### src/rtl/led_matrix_cfg.svh
`ifndef LED_MATRIX_CFG_SVH
`define LED_MATRIX_CFG_SVH

// panel geometry
`define LM_PIXEL_WIDTH 16
`define LM_PIXEL_HEIGHT 8
`define LM_PIXEL_HALFHEIGHT 4 // rows per half, top and bottom share a scan row

// six bitplanes give RGB666 depth after red/blue widening
`define LM_PLANES 6

// serial command port
`define LM_CLKS_PER_BIT 8 // system clocks per 8N1 bit

// display timing
// plane p stays lit for LM_ON_BASE << p cycles
`define LM_ON_BASE 4

`endif

### src/rtl/led_matrix_pkg.sv
`default_nettype none

package led_matrix_pkg;

`include "led_matrix_cfg.svh"

    typedef struct packed {
        logic [4:0] r;
        logic [5:0] g;
        logic [4:0] b;
    } rgb565_t;

    // one read returns both halves of the panel
    typedef struct packed {
        rgb565_t top;
        rgb565_t bottom;
    } pixel_pair_t;

    typedef logic [$clog2(`LM_PIXEL_WIDTH)-1:0] col_t;
    typedef logic [$clog2(`LM_PIXEL_HALFHEIGHT)-1:0] row_t;
    typedef logic [$clog2(`LM_PLANES)-1:0] plane_t;

    typedef struct packed {
        logic strobe;
        col_t x;
        logic [$clog2(`LM_PIXEL_HEIGHT)-1:0] y; // msb picks the half
        rgb565_t pixel;
    } fb_write_t;

    typedef struct packed {
        logic [2:0] rgb_enable; // bit 0 red, 1 green, 2 blue
        logic [`LM_PLANES-1:0] brightness_enable;
    } display_ctrl_t;

    typedef struct packed {
        logic [2:0] rgb1; // top half
        logic [2:0] rgb2; // bottom half
        row_t row;
        logic clk_pixel;
        logic latch;
        logic oe_n;
    } hub75_t;

    localparam logic [7:0] CMD_PIXEL = 8'h50;  // "P"
    localparam logic [7:0] CMD_COLOUR = 8'h43; // "C"
    localparam logic [7:0] CMD_MASK = 8'h4D;   // "M"

endpackage

`default_nettype wire

### src/rtl/command_decoder.sv
`timescale 1ns/1ps
`default_nettype none

`include "led_matrix_cfg.svh"

module command_decoder import led_matrix_pkg::*; (
    input  wire logic       clk_root,
    input  wire logic       rst_n,
    input  wire logic [7:0] rx_byte,
    input  wire logic       rx_strobe,
    output fb_write_t       fb_write,
    output display_ctrl_t   display_ctrl
);

    typedef enum logic [1:0] {CD_IDLE, CD_PIXEL, CD_COLOUR, CD_MASK} cd_state_t;

    cd_state_t state;
    logic [1:0] byte_cnt; // operand index within CMD_PIXEL
    logic wr_strobe;
    col_t wr_x;
    logic [$clog2(`LM_PIXEL_HEIGHT)-1:0] wr_y;
    logic [7:0] hi_q;
    rgb565_t wr_pixel;
    display_ctrl_t ctrl_q;

    always_ff @(posedge clk_root or negedge rst_n) begin
        if (!rst_n) begin
            state <= CD_IDLE;
            byte_cnt <= '0;
            wr_strobe <= 1'b0;
            ctrl_q <= '1; // everything on after reset
        end else begin
            wr_strobe <= 1'b0;
            if (rx_strobe) begin
                case (state)
                    CD_IDLE: begin
                        byte_cnt <= '0;
                        case (rx_byte)
                            CMD_PIXEL: state <= CD_PIXEL;
                            CMD_COLOUR: state <= CD_COLOUR;
                            CMD_MASK: state <= CD_MASK;
                            default: state <= CD_IDLE; // stray byte
                        endcase
                    end
                    CD_PIXEL: begin
                        byte_cnt <= byte_cnt + 1'b1;
                        if (byte_cnt == 2'd3) begin // low byte
                            wr_strobe <= 1'b1;
                            state <= CD_IDLE;
                        end
                    end
                    CD_COLOUR: begin
                        ctrl_q.rgb_enable <= rx_byte[2:0];
                        state <= CD_IDLE;
                    end
                    default: begin
                        ctrl_q.brightness_enable <= rx_byte[`LM_PLANES-1:0];
                        state <= CD_IDLE;
                    end
                endcase
            end
        end
    end

    // operand capture
    always_ff @(posedge clk_root) begin
        if (rx_strobe && state == CD_PIXEL) begin
            case (byte_cnt)
                2'd0: wr_x <= rx_byte[$bits(col_t)-1:0];
                2'd1: wr_y <= rx_byte[$bits(wr_y)-1:0];
                2'd2: hi_q <= rx_byte;
                default: wr_pixel <= {hi_q, rx_byte};
            endcase
        end
    end

    assign fb_write = '{strobe: wr_strobe, x: wr_x, y: wr_y, pixel: wr_pixel};
    assign display_ctrl = ctrl_q;

endmodule

`default_nettype wire

### src/rtl/framebuffer_fetch.sv
`timescale 1ns/1ps
`default_nettype none

module framebuffer_fetch import led_matrix_pkg::*; (
    input  wire logic        clk_root,
    input  wire logic        rst_n,
    input  wire logic        fetch_strobe,
    input  wire col_t        fetch_col,
    input  wire row_t        row,
    output col_t             rd_col,
    output row_t             rd_row,
    input  wire pixel_pair_t rd_pair,
    output pixel_pair_t      pair
);

    logic req_valid;  // address sits at the RAM
    logic data_valid; // RAM output holds the requested pair

    always_ff @(posedge clk_root or negedge rst_n) begin
        if (!rst_n) begin
            req_valid <= 1'b0;
            data_valid <= 1'b0;
        end else begin
            req_valid <= fetch_strobe;
            data_valid <= req_valid;
        end
    end

    // pair holds between fetches so the splitters see steady data
    always_ff @(posedge clk_root) begin
        if (fetch_strobe) begin
            rd_col <= fetch_col;
            rd_row <= row;
        end
        if (data_valid) pair <= rd_pair;
    end

endmodule

`default_nettype wire

### src/rtl/framebuffer_ram.sv
`timescale 1ns/1ps
`default_nettype none

`include "led_matrix_cfg.svh"

module framebuffer_ram import led_matrix_pkg::*; (
    input  wire logic      clk_root,
    input  wire fb_write_t fb_write,
    input  wire col_t      rd_col,
    input  wire row_t      rd_row,
    output pixel_pair_t    rd_pair
);

    localparam int DEPTH = `LM_PIXEL_WIDTH * `LM_PIXEL_HALFHEIGHT;
    localparam int AW = $clog2(DEPTH);

    rgb565_t bank_top [DEPTH]; // rows 0..3
    rgb565_t bank_bot [DEPTH]; // rows 4..7
    logic [AW-1:0] wr_addr;
    logic [AW-1:0] rd_addr;
    logic wr_bank;

    assign wr_addr = {row_t'(fb_write.y), fb_write.x};
    assign wr_bank = fb_write.y[$bits(fb_write.y)-1];
    assign rd_addr = {rd_row, rd_col};

    always_ff @(posedge clk_root) begin
        if (fb_write.strobe && !wr_bank) bank_top[wr_addr] <= fb_write.pixel;
        if (fb_write.strobe && wr_bank) bank_bot[wr_addr] <= fb_write.pixel;
        rd_pair <= '{top: bank_top[rd_addr], bottom: bank_bot[rd_addr]};
    end

endmodule

`default_nettype wire

### src/rtl/led_matrix_top.sv
`timescale 1ns/1ps
`default_nettype none

module led_matrix_top import led_matrix_pkg::*; (
    input  wire logic clk_root,
    input  wire logic rst_n,
    input  wire logic serial_in,
    output hub75_t    panel
);

    logic [7:0] rx_byte;
    logic rx_strobe;
    fb_write_t fb_write;
    display_ctrl_t display_ctrl;
    logic fetch_strobe;
    col_t fetch_col;
    row_t row;
    plane_t plane;
    col_t rd_col;
    row_t rd_row;
    pixel_pair_t rd_pair;
    pixel_pair_t pair;
    logic clk_pixel;
    logic latch;
    logic oe_n;
    logic [2:0] rgb_top;
    logic [2:0] rgb_bottom;

    uart_rx ctrl_uart (
        .clk_root(clk_root),
        .rst_n(rst_n),
        .serial_in(serial_in),
        .rx_byte(rx_byte),
        .rx_strobe(rx_strobe)
    );

    command_decoder ctrl (
        .clk_root(clk_root),
        .rst_n(rst_n),
        .rx_byte(rx_byte),
        .rx_strobe(rx_strobe),
        .fb_write(fb_write),
        .display_ctrl(display_ctrl)
    );

    framebuffer_ram fb (
        .clk_root(clk_root),
        .fb_write(fb_write),
        .rd_col(rd_col),
        .rd_row(rd_row),
        .rd_pair(rd_pair)
    );

    framebuffer_fetch fb_f (
        .clk_root(clk_root),
        .rst_n(rst_n),
        .fetch_strobe(fetch_strobe),
        .fetch_col(fetch_col),
        .row(row),
        .rd_col(rd_col),
        .rd_row(rd_row),
        .rd_pair(rd_pair),
        .pair(pair)
    );

    matrix_scan matscan (
        .clk_root(clk_root),
        .rst_n(rst_n),
        .fetch_strobe(fetch_strobe),
        .fetch_col(fetch_col),
        .row(row),
        .plane(plane),
        .clk_pixel(clk_pixel),
        .latch(latch),
        .oe_n(oe_n)
    );

    pixel_split px_top (
        .pixel(pair.top),
        .plane(plane),
        .display_ctrl(display_ctrl),
        .rgb(rgb_top)
    );

    pixel_split px_bottom (
        .pixel(pair.bottom),
        .plane(plane),
        .display_ctrl(display_ctrl),
        .rgb(rgb_bottom)
    );

    assign panel = '{
        rgb1: rgb_top,
        rgb2: rgb_bottom,
        row: row, // row being shifted is the row shown after latch
        clk_pixel: clk_pixel,
        latch: latch,
        oe_n: oe_n
    };

endmodule

`default_nettype wire

### src/rtl/matrix_scan.sv
`timescale 1ns/1ps
`default_nettype none

`include "led_matrix_cfg.svh"

module matrix_scan import led_matrix_pkg::*; (
    input  wire logic clk_root,
    input  wire logic rst_n,
    output logic      fetch_strobe,
    output col_t      fetch_col,
    output row_t      row,
    output plane_t    plane,
    output logic      clk_pixel,
    output logic      latch,
    output logic      oe_n
);

    // fetch to pair takes three edges, plus one cycle of settled data
    localparam int PIPE_STEPS = 4;
    localparam int FETCH_STEPS = 2 * `LM_PIXEL_WIDTH;
    localparam int LAST_STEP = 2 * (`LM_PIXEL_WIDTH - 1) + PIPE_STEPS;
    localparam int STEP_W = $clog2(LAST_STEP + 1);
    localparam int ON_W = $clog2((`LM_ON_BASE << (`LM_PLANES - 1)) + 1);

    typedef enum logic [1:0] {SC_SHIFT, SC_LATCH, SC_DISPLAY} scan_state_t;

    scan_state_t state;
    logic [STEP_W-1:0] step; // half-rate column sequencer
    logic [ON_W-1:0] on_cnt;
    logic [ON_W-1:0] on_len;

    assign on_len = ON_W'(`LM_ON_BASE) << plane;

    // even steps feed the pipeline, clk_pixel trails by PIPE_STEPS
    assign fetch_strobe = (state == SC_SHIFT) && !step[0]
                          && (step < STEP_W'(FETCH_STEPS));
    assign fetch_col = col_t'(step >> 1);
    assign clk_pixel = (state == SC_SHIFT) && !step[0]
                       && (step >= STEP_W'(PIPE_STEPS));
    assign latch = (state == SC_LATCH);
    assign oe_n = (state != SC_DISPLAY);

    always_ff @(posedge clk_root or negedge rst_n) begin
        if (!rst_n) begin
            state <= SC_SHIFT;
            step <= '0;
            on_cnt <= '0;
            plane <= '0;
            row <= '0;
        end else begin
            case (state)
                SC_SHIFT: begin
                    if (step == STEP_W'(LAST_STEP)) begin // 16th clk_pixel
                        step <= '0;
                        state <= SC_LATCH;
                    end else begin
                        step <= step + 1'b1;
                    end
                end
                SC_LATCH: begin
                    on_cnt <= on_len - 1'b1;
                    state <= SC_DISPLAY;
                end
                default: begin
                    if (on_cnt == '0) begin
                        state <= SC_SHIFT;
                        if (plane == plane_t'(`LM_PLANES - 1)) begin
                            plane <= '0;
                            // next scan row once all planes are shown
                            if (row == row_t'(`LM_PIXEL_HALFHEIGHT - 1)) begin
                                row <= '0;
                            end else begin
                                row <= row + 1'b1;
                            end
                        end else begin
                            plane <= plane + 1'b1;
                        end
                    end else begin
                        on_cnt <= on_cnt - 1'b1;
                    end
                end
            endcase
        end
    end

endmodule

`default_nettype wire

### src/rtl/pixel_split.sv
`timescale 1ns/1ps
`default_nettype none

module pixel_split import led_matrix_pkg::*; (
    input  wire rgb565_t       pixel,
    input  wire plane_t        plane,
    input  wire display_ctrl_t display_ctrl,
    output logic [2:0]         rgb
);

    logic [$bits(pixel.g)-1:0] red6;
    logic [$bits(pixel.g)-1:0] blue6;
    logic plane_on;

    // 5-bit channels reuse their msb as the extra low bit
    assign red6 = {pixel.r, pixel.r[4]};
    assign blue6 = {pixel.b, pixel.b[4]};

    assign plane_on = display_ctrl.brightness_enable[plane];

    assign rgb[0] = red6[plane] & plane_on & display_ctrl.rgb_enable[0];
    assign rgb[1] = pixel.g[plane] & plane_on & display_ctrl.rgb_enable[1];
    assign rgb[2] = blue6[plane] & plane_on & display_ctrl.rgb_enable[2];

endmodule

`default_nettype wire

### src/rtl/uart_rx.sv
`timescale 1ns/1ps
`default_nettype none

`include "led_matrix_cfg.svh"

module uart_rx (
    input  wire logic clk_root,
    input  wire logic rst_n,
    input  wire logic serial_in,
    output logic [7:0] rx_byte,
    output logic       rx_strobe
);

    localparam int CNT_W = $clog2(`LM_CLKS_PER_BIT);
    localparam logic [CNT_W-1:0] HALF_BIT = CNT_W'(`LM_CLKS_PER_BIT / 2 - 1);
    localparam logic [CNT_W-1:0] FULL_BIT = CNT_W'(`LM_CLKS_PER_BIT - 1);

    typedef enum logic [1:0] {RX_IDLE, RX_START, RX_DATA, RX_STOP} rx_state_t;

    rx_state_t state;
    logic [1:0] sync_q;
    logic rx_in;
    logic [CNT_W-1:0] clk_cnt;
    logic [2:0] bit_cnt;

    // line idles high, so the synchronizer resets to ones
    always_ff @(posedge clk_root or negedge rst_n) begin
        if (!rst_n) begin
            sync_q <= 2'b11;
        end else begin
            sync_q <= {sync_q[0], serial_in};
        end
    end

    assign rx_in = sync_q[1];

    always_ff @(posedge clk_root or negedge rst_n) begin
        if (!rst_n) begin
            state <= RX_IDLE;
            clk_cnt <= '0;
            bit_cnt <= '0;
            rx_strobe <= 1'b0;
        end else begin
            rx_strobe <= 1'b0;
            case (state)
                RX_IDLE: begin
                    clk_cnt <= '0;
                    if (!rx_in) state <= RX_START;
                end
                RX_START: begin
                    if (clk_cnt == HALF_BIT) begin // middle of start bit
                        clk_cnt <= '0;
                        bit_cnt <= '0;
                        state <= rx_in ? RX_IDLE : RX_DATA; // drop glitches
                    end else begin
                        clk_cnt <= clk_cnt + 1'b1;
                    end
                end
                RX_DATA: begin
                    if (clk_cnt == FULL_BIT) begin
                        clk_cnt <= '0;
                        bit_cnt <= bit_cnt + 1'b1;
                        if (bit_cnt == 3'd7) state <= RX_STOP;
                    end else begin
                        clk_cnt <= clk_cnt + 1'b1;
                    end
                end
                default: begin
                    if (clk_cnt == FULL_BIT) begin
                        state <= RX_IDLE;
                        rx_strobe <= rx_in; // framing error gives no strobe
                    end else begin
                        clk_cnt <= clk_cnt + 1'b1;
                    end
                end
            endcase
        end
    end

    // lsb arrives first
    always_ff @(posedge clk_root) begin
        if (state == RX_DATA && clk_cnt == FULL_BIT) begin
            rx_byte <= {rx_in, rx_byte[7:1]};
        end
    end

endmodule

`default_nettype wire

### config.mk
export PLATFORM = sky130hd
export DESIGN_NAME = led_matrix_top
export DESIGN_NICKNAME = d
export VERILOG_FILES = /design/src/rtl/led_matrix_pkg.sv /design/src/rtl/command_decoder.sv /design/src/rtl/framebuffer_fetch.sv /design/src/rtl/framebuffer_ram.sv /design/src/rtl/led_matrix_top.sv /design/src/rtl/matrix_scan.sv /design/src/rtl/pixel_split.sv /design/src/rtl/uart_rx.sv
export VERILOG_INCLUDE_DIRS = /design/src /design/src/rtl
export SDC_FILE = /design/constraint.sdc
export NUM_CORES = 2
export LEC_CHECK = 0
export CORE_MARGIN = 2
export CORE_UTILIZATION = 63
export DETAILED_ROUTE_END_ITERATION = 7
export DONT_BUFFER_PORTS = 1
export PLACE_DENSITY = 0.88
export SETUP_SLACK_MARGIN = 0.05
export SYNTH_ARGS = -nofsm -noshare
export SYNTH_HDL_FRONTEND = slang
export SYNTH_HIERARCHICAL = 1
export SYNTH_SLANG_ARGS = --single-unit
### constraint.sdc
create_clock -name clk_root -period 3.55 [get_ports clk_root]
set_input_delay 1.065 -clock clk_root [delete_from_list [all_inputs] [get_ports clk_root]]
set_output_delay 1.065 -clock clk_root [all_outputs]
set_load 0.02 [all_outputs]
==> summary.txt <==
Run status
  • Status: finished, violations left
  • Violated checks: design-rule violations, max-capacitance violations, max-slew violations, negative setup slack

Power
  • Total power: ~50 mW
  • PwrDens: between 500 and 600 nW/um2
  • Leakage: 29.62 nW
  • Maximum vdd drop: between 0.0004 and 0.0005 V

Logic synthesis
  • Synth unique cells: 76
  • Synth Flop Type: edfxtp_1
  • Number of flops mapped to enable cells by yosys: around 2,100
  • Avg Synthesized Cell Area: 21.83 um2
  • Flops & latches, synth: 2,205
  • Post-synthesis sequential area ratio: 0.7805
  • Mapped Nets: between 3,000 and 4,000
  • Yosys warnings: 6
  • Ys async rst share: 0.02177
  • Cell count after synthesis: between 3,000 and 4,000
  • Mapped Area: between 80,000 and 90,000 um2

Timing
  • Crit path time final: around 3.6 ns
  • Final slew viol count: 23
  • Fraction of the cycle the final worst path needs: 1.022
  • Final WS setup: -0.07734 ns
  • Endpoints failing setup: 5
  • Unrepaired setup endpoints after global routing: yes
  • Max_slew headroom: -0.1225
  • TNS Setup: -0.2238 ns
  • Fmax achieved: between 200 and 300 MHz
  • Final hold viol count: 0
  • Worst-margin pin slew: ~1.7 ns
  • Worst Clk Skew: 0.03580 ns
  • Min Hold Slack: ~0.052 ns

Min path
  • Worst min-delay path class: in2async

Worst setup path
  • Arrival time at the worst endpoint: 2.56 ns
  • Critical Path Source Type: register
  • Critical path class: reg2out
  • CP Capture Type: output port
  • FF-to-FF path depth: 6
  • CP required: roughly 2.5 ns
  • Max FO, Critical Path: 15

Layout
  • Most frequent cells in the layout: edfxtp_1, mux4_2, buf_4
  • Post-Route Utilization: 0.7125
  • Register area: ~66,000 um2
  • Design area: between 90,000 and 100,000 um2
  • Area of the multi-input gates: 17,330 um2
  • Share of cells above drive strength 1: 0.2793
  • Layout Cells excl Fill: slightly above 6,000
  • Commonest non-fill, non-tap cell in the layout: edfxtp_1
  • FILL cells: roughly 6,500
  • Area delta synth->final: 12.60%
  • Final #Nets: around 4,200

Routing
  • DR WL/cell: approximately 41 um
  • Starting DRC count in detailed routing: approximately 9,400
  • 1st-pass router iterations: 8
  • Post-route ant nets: 0
  • WL final: roughly 250,000 um
  • Vias: 46,370
  • Residual DRC: 5
  • Vias per inst: 7.585

Global route
  • Largest net degree at the start of global routing: 129
  • Initial antenna violation count: 11
  • Vias in the first global route: approximately 47,000
  • Overflow after GRT: 0
  • First-pass GRT wire length: roughly 350,000 um
  • GRT Overall Usage: 0.3698

Placement
  • Dpl cells: ~5,700
  • Placed cell area: ~88,000 um2
  • Hpwl dp: approximately 130,000 um
  • Placement Setup Slack: about 0.52 ns
  • Final Wtd Congestion: between 0.8 and 0.9
  • Number of port buffers: 0

Clock tree
  • CTS tree: built
  • Longest Clk Path Bufs: 3
  • Root Buffer: clkbuf_16
  • H-tree depth: 4
  • Clk_lat worst skew: roughly 0.85 ns
  • Reg clk slew, reported paths: roughly 0.070 ns
  • CTS Buf Count: slightly below 200
  • CTS sink cnt: between 2,000 and 2,500

Floorplanning
  • Die Span Y: about 370 um
  • Initial Utilization: 0.6328
  • DIE WIDTH: 369.4 um
  • Total core area: between 100,000 and 150,000 um2
  • # rows: ~130
  • # IOs: 14
  • Die footprint: ~140,000 um2

Run
  • Maxcap violations: 1
[where the power goes]
part	total (mW)	switching (mW)	internal (mW)
clock network	22.0	9.83	12.1
logic	0.252	0.139	0.113
registers	28.2	0.0940	28.1
total	50.4	10.1	40.4
[final timing paths]
| check | from | end | slack [ns] |
|---|---|---|---|
| max reg2reg | fb_f/rd_col[3]$_DFFE_PP_ | fb/rd_pair[22]$_DFF_P_ | 0.18 |
| max | matscan/plane[0]$_DFFE_PN0N_ | panel[7] | -0.08 |
| min in group clk_root | serial_in | ctrl_uart/sync_q[0]$_DFF_PN1_ | 0.21 |
| min reg2reg | ctrl_uart/sync_q[0]$_DFF_PN1_ | ctrl_uart/sync_q[1]$_DFF_PN1_ | 0.36 |
| min | rst_n | ctrl_uart/sync_q[0]$_DFF_PN1_ | 0.05 |
| max in group asynchronous | rst_n | fb_f/data_valid$_DFF_PN0_ | 3.26 |
[area by class of cell]
cell class / count / share of cell area
diodes: 9 / 0.0002377
inverters: 32 / 0.001268
well taps: 1768 / 0.02335
repair buffers: 324 / 0.03011
clock buffers: 257 / 0.05694
flip-flops and latches: 2205 / 0.6932
clock inverters: 113 / 0.01191
multi-input cells: 1405 / 0.1829
[critical path: stages (launching register included)]
cell       delay (ns)
dfrtp_1          0.40
buf_6            0.19
mux2_4           0.28
nand3_1          0.13
a2111oi_2        0.48
buf_4            0.22
[cell families (layout without fill, tap and decap cells)]
logic type      after synthesis  in the layout  synth area share
compound gates              338            338           0.02715
xor+xnor                      6              6         0.0006246
fa+ha+maj                    15             15          0.002231
buf+inv                     245            726           0.01526
flops                      2205           2205            0.7805
mux                         611            611            0.1494
other cells                   0              9                 0
simple gates                435            435           0.02482
[what timing repair did]
action / in CTS / in global routing
endpoints found under the hold margin: 37 / 0
pin swaps: 2 / 2
setup endpoints to repair: 7 / 7
hold buffers: 1 / 0
setup buffers: 6 / 4
resized for setup: 30 / 7
[cells in the mapped netlist, types with 5 or more instances]
cell type	instances	area (um2)
mux2_2	23	259.0
a2111oi_1	6	60.06
a221oi_1	8	70.07
o221ai_1	10	87.58
dfrtp_1	37	925.9
mux2i_1	70	700.7
mux4_2	505	11370
nand2_1	93	349.1
nor4_1	25	156.4
nand3b_1	9	67.56
nor3_1	27	135.1
nand2b_1	7	43.79
nor2b_1	16	100.1
mux4_1	6	157.7
mux2_1	6	67.56
xnor2_1	5	43.79
ha_1	15	187.7
o22ai_1	143	894.6
buf_2	42	210.2
inv_1	30	112.6
buf_1	12	45.04
a21oi_1	33	165.2
o22a_1	23	201.4
o21ai_0	28	140.1
a22oi_1	29	217.7
buf_6	9	101.4
dfxtp_1	32	640.6
nor2_1	173	649.4
edfxtp_1	2125	63810
and3_2	5	37.54
buf_4	62	465.5
and2_1	6	37.54
a211oi_1	27	202.7
dfstp_2	11	289.0
nand3_1	36	180.2
clkbuf_1	87	326.6
or3_1	6	37.54
[flip-flops by register name (all words and copies together), names as in the netlist, 3 cells and up]
name and cells:
ctrl/fb_write 16, fb/bank_top 1024, fb_f/pair 32, fb_f/rd_col 4, matscan/plane 3, ctrl/display_ctrl 9
ctrl_uart/rx_byte 8, ctrl/hi_q 8, matscan/on_cnt 8, fb/bank_bot 1024, matscan/step 6, ctrl_uart/bit_cnt 3
ctrl_uart/clk_cnt 3, ctrl/wr_x 4, fb/rd_pair 32, ctrl/wr_y 3
[layer usage]
layer,vias up,share of wire,track usage
met5,-,0.00041,0.008547
met4,12,0.086,0.2463
met3,1342,0.15,0.1199
met2,5194,0.47,0.5747
met1,23010,0.29,0.4469
li1,16810,-,-
No activity file was read; power rests on OpenSTA's default activity.
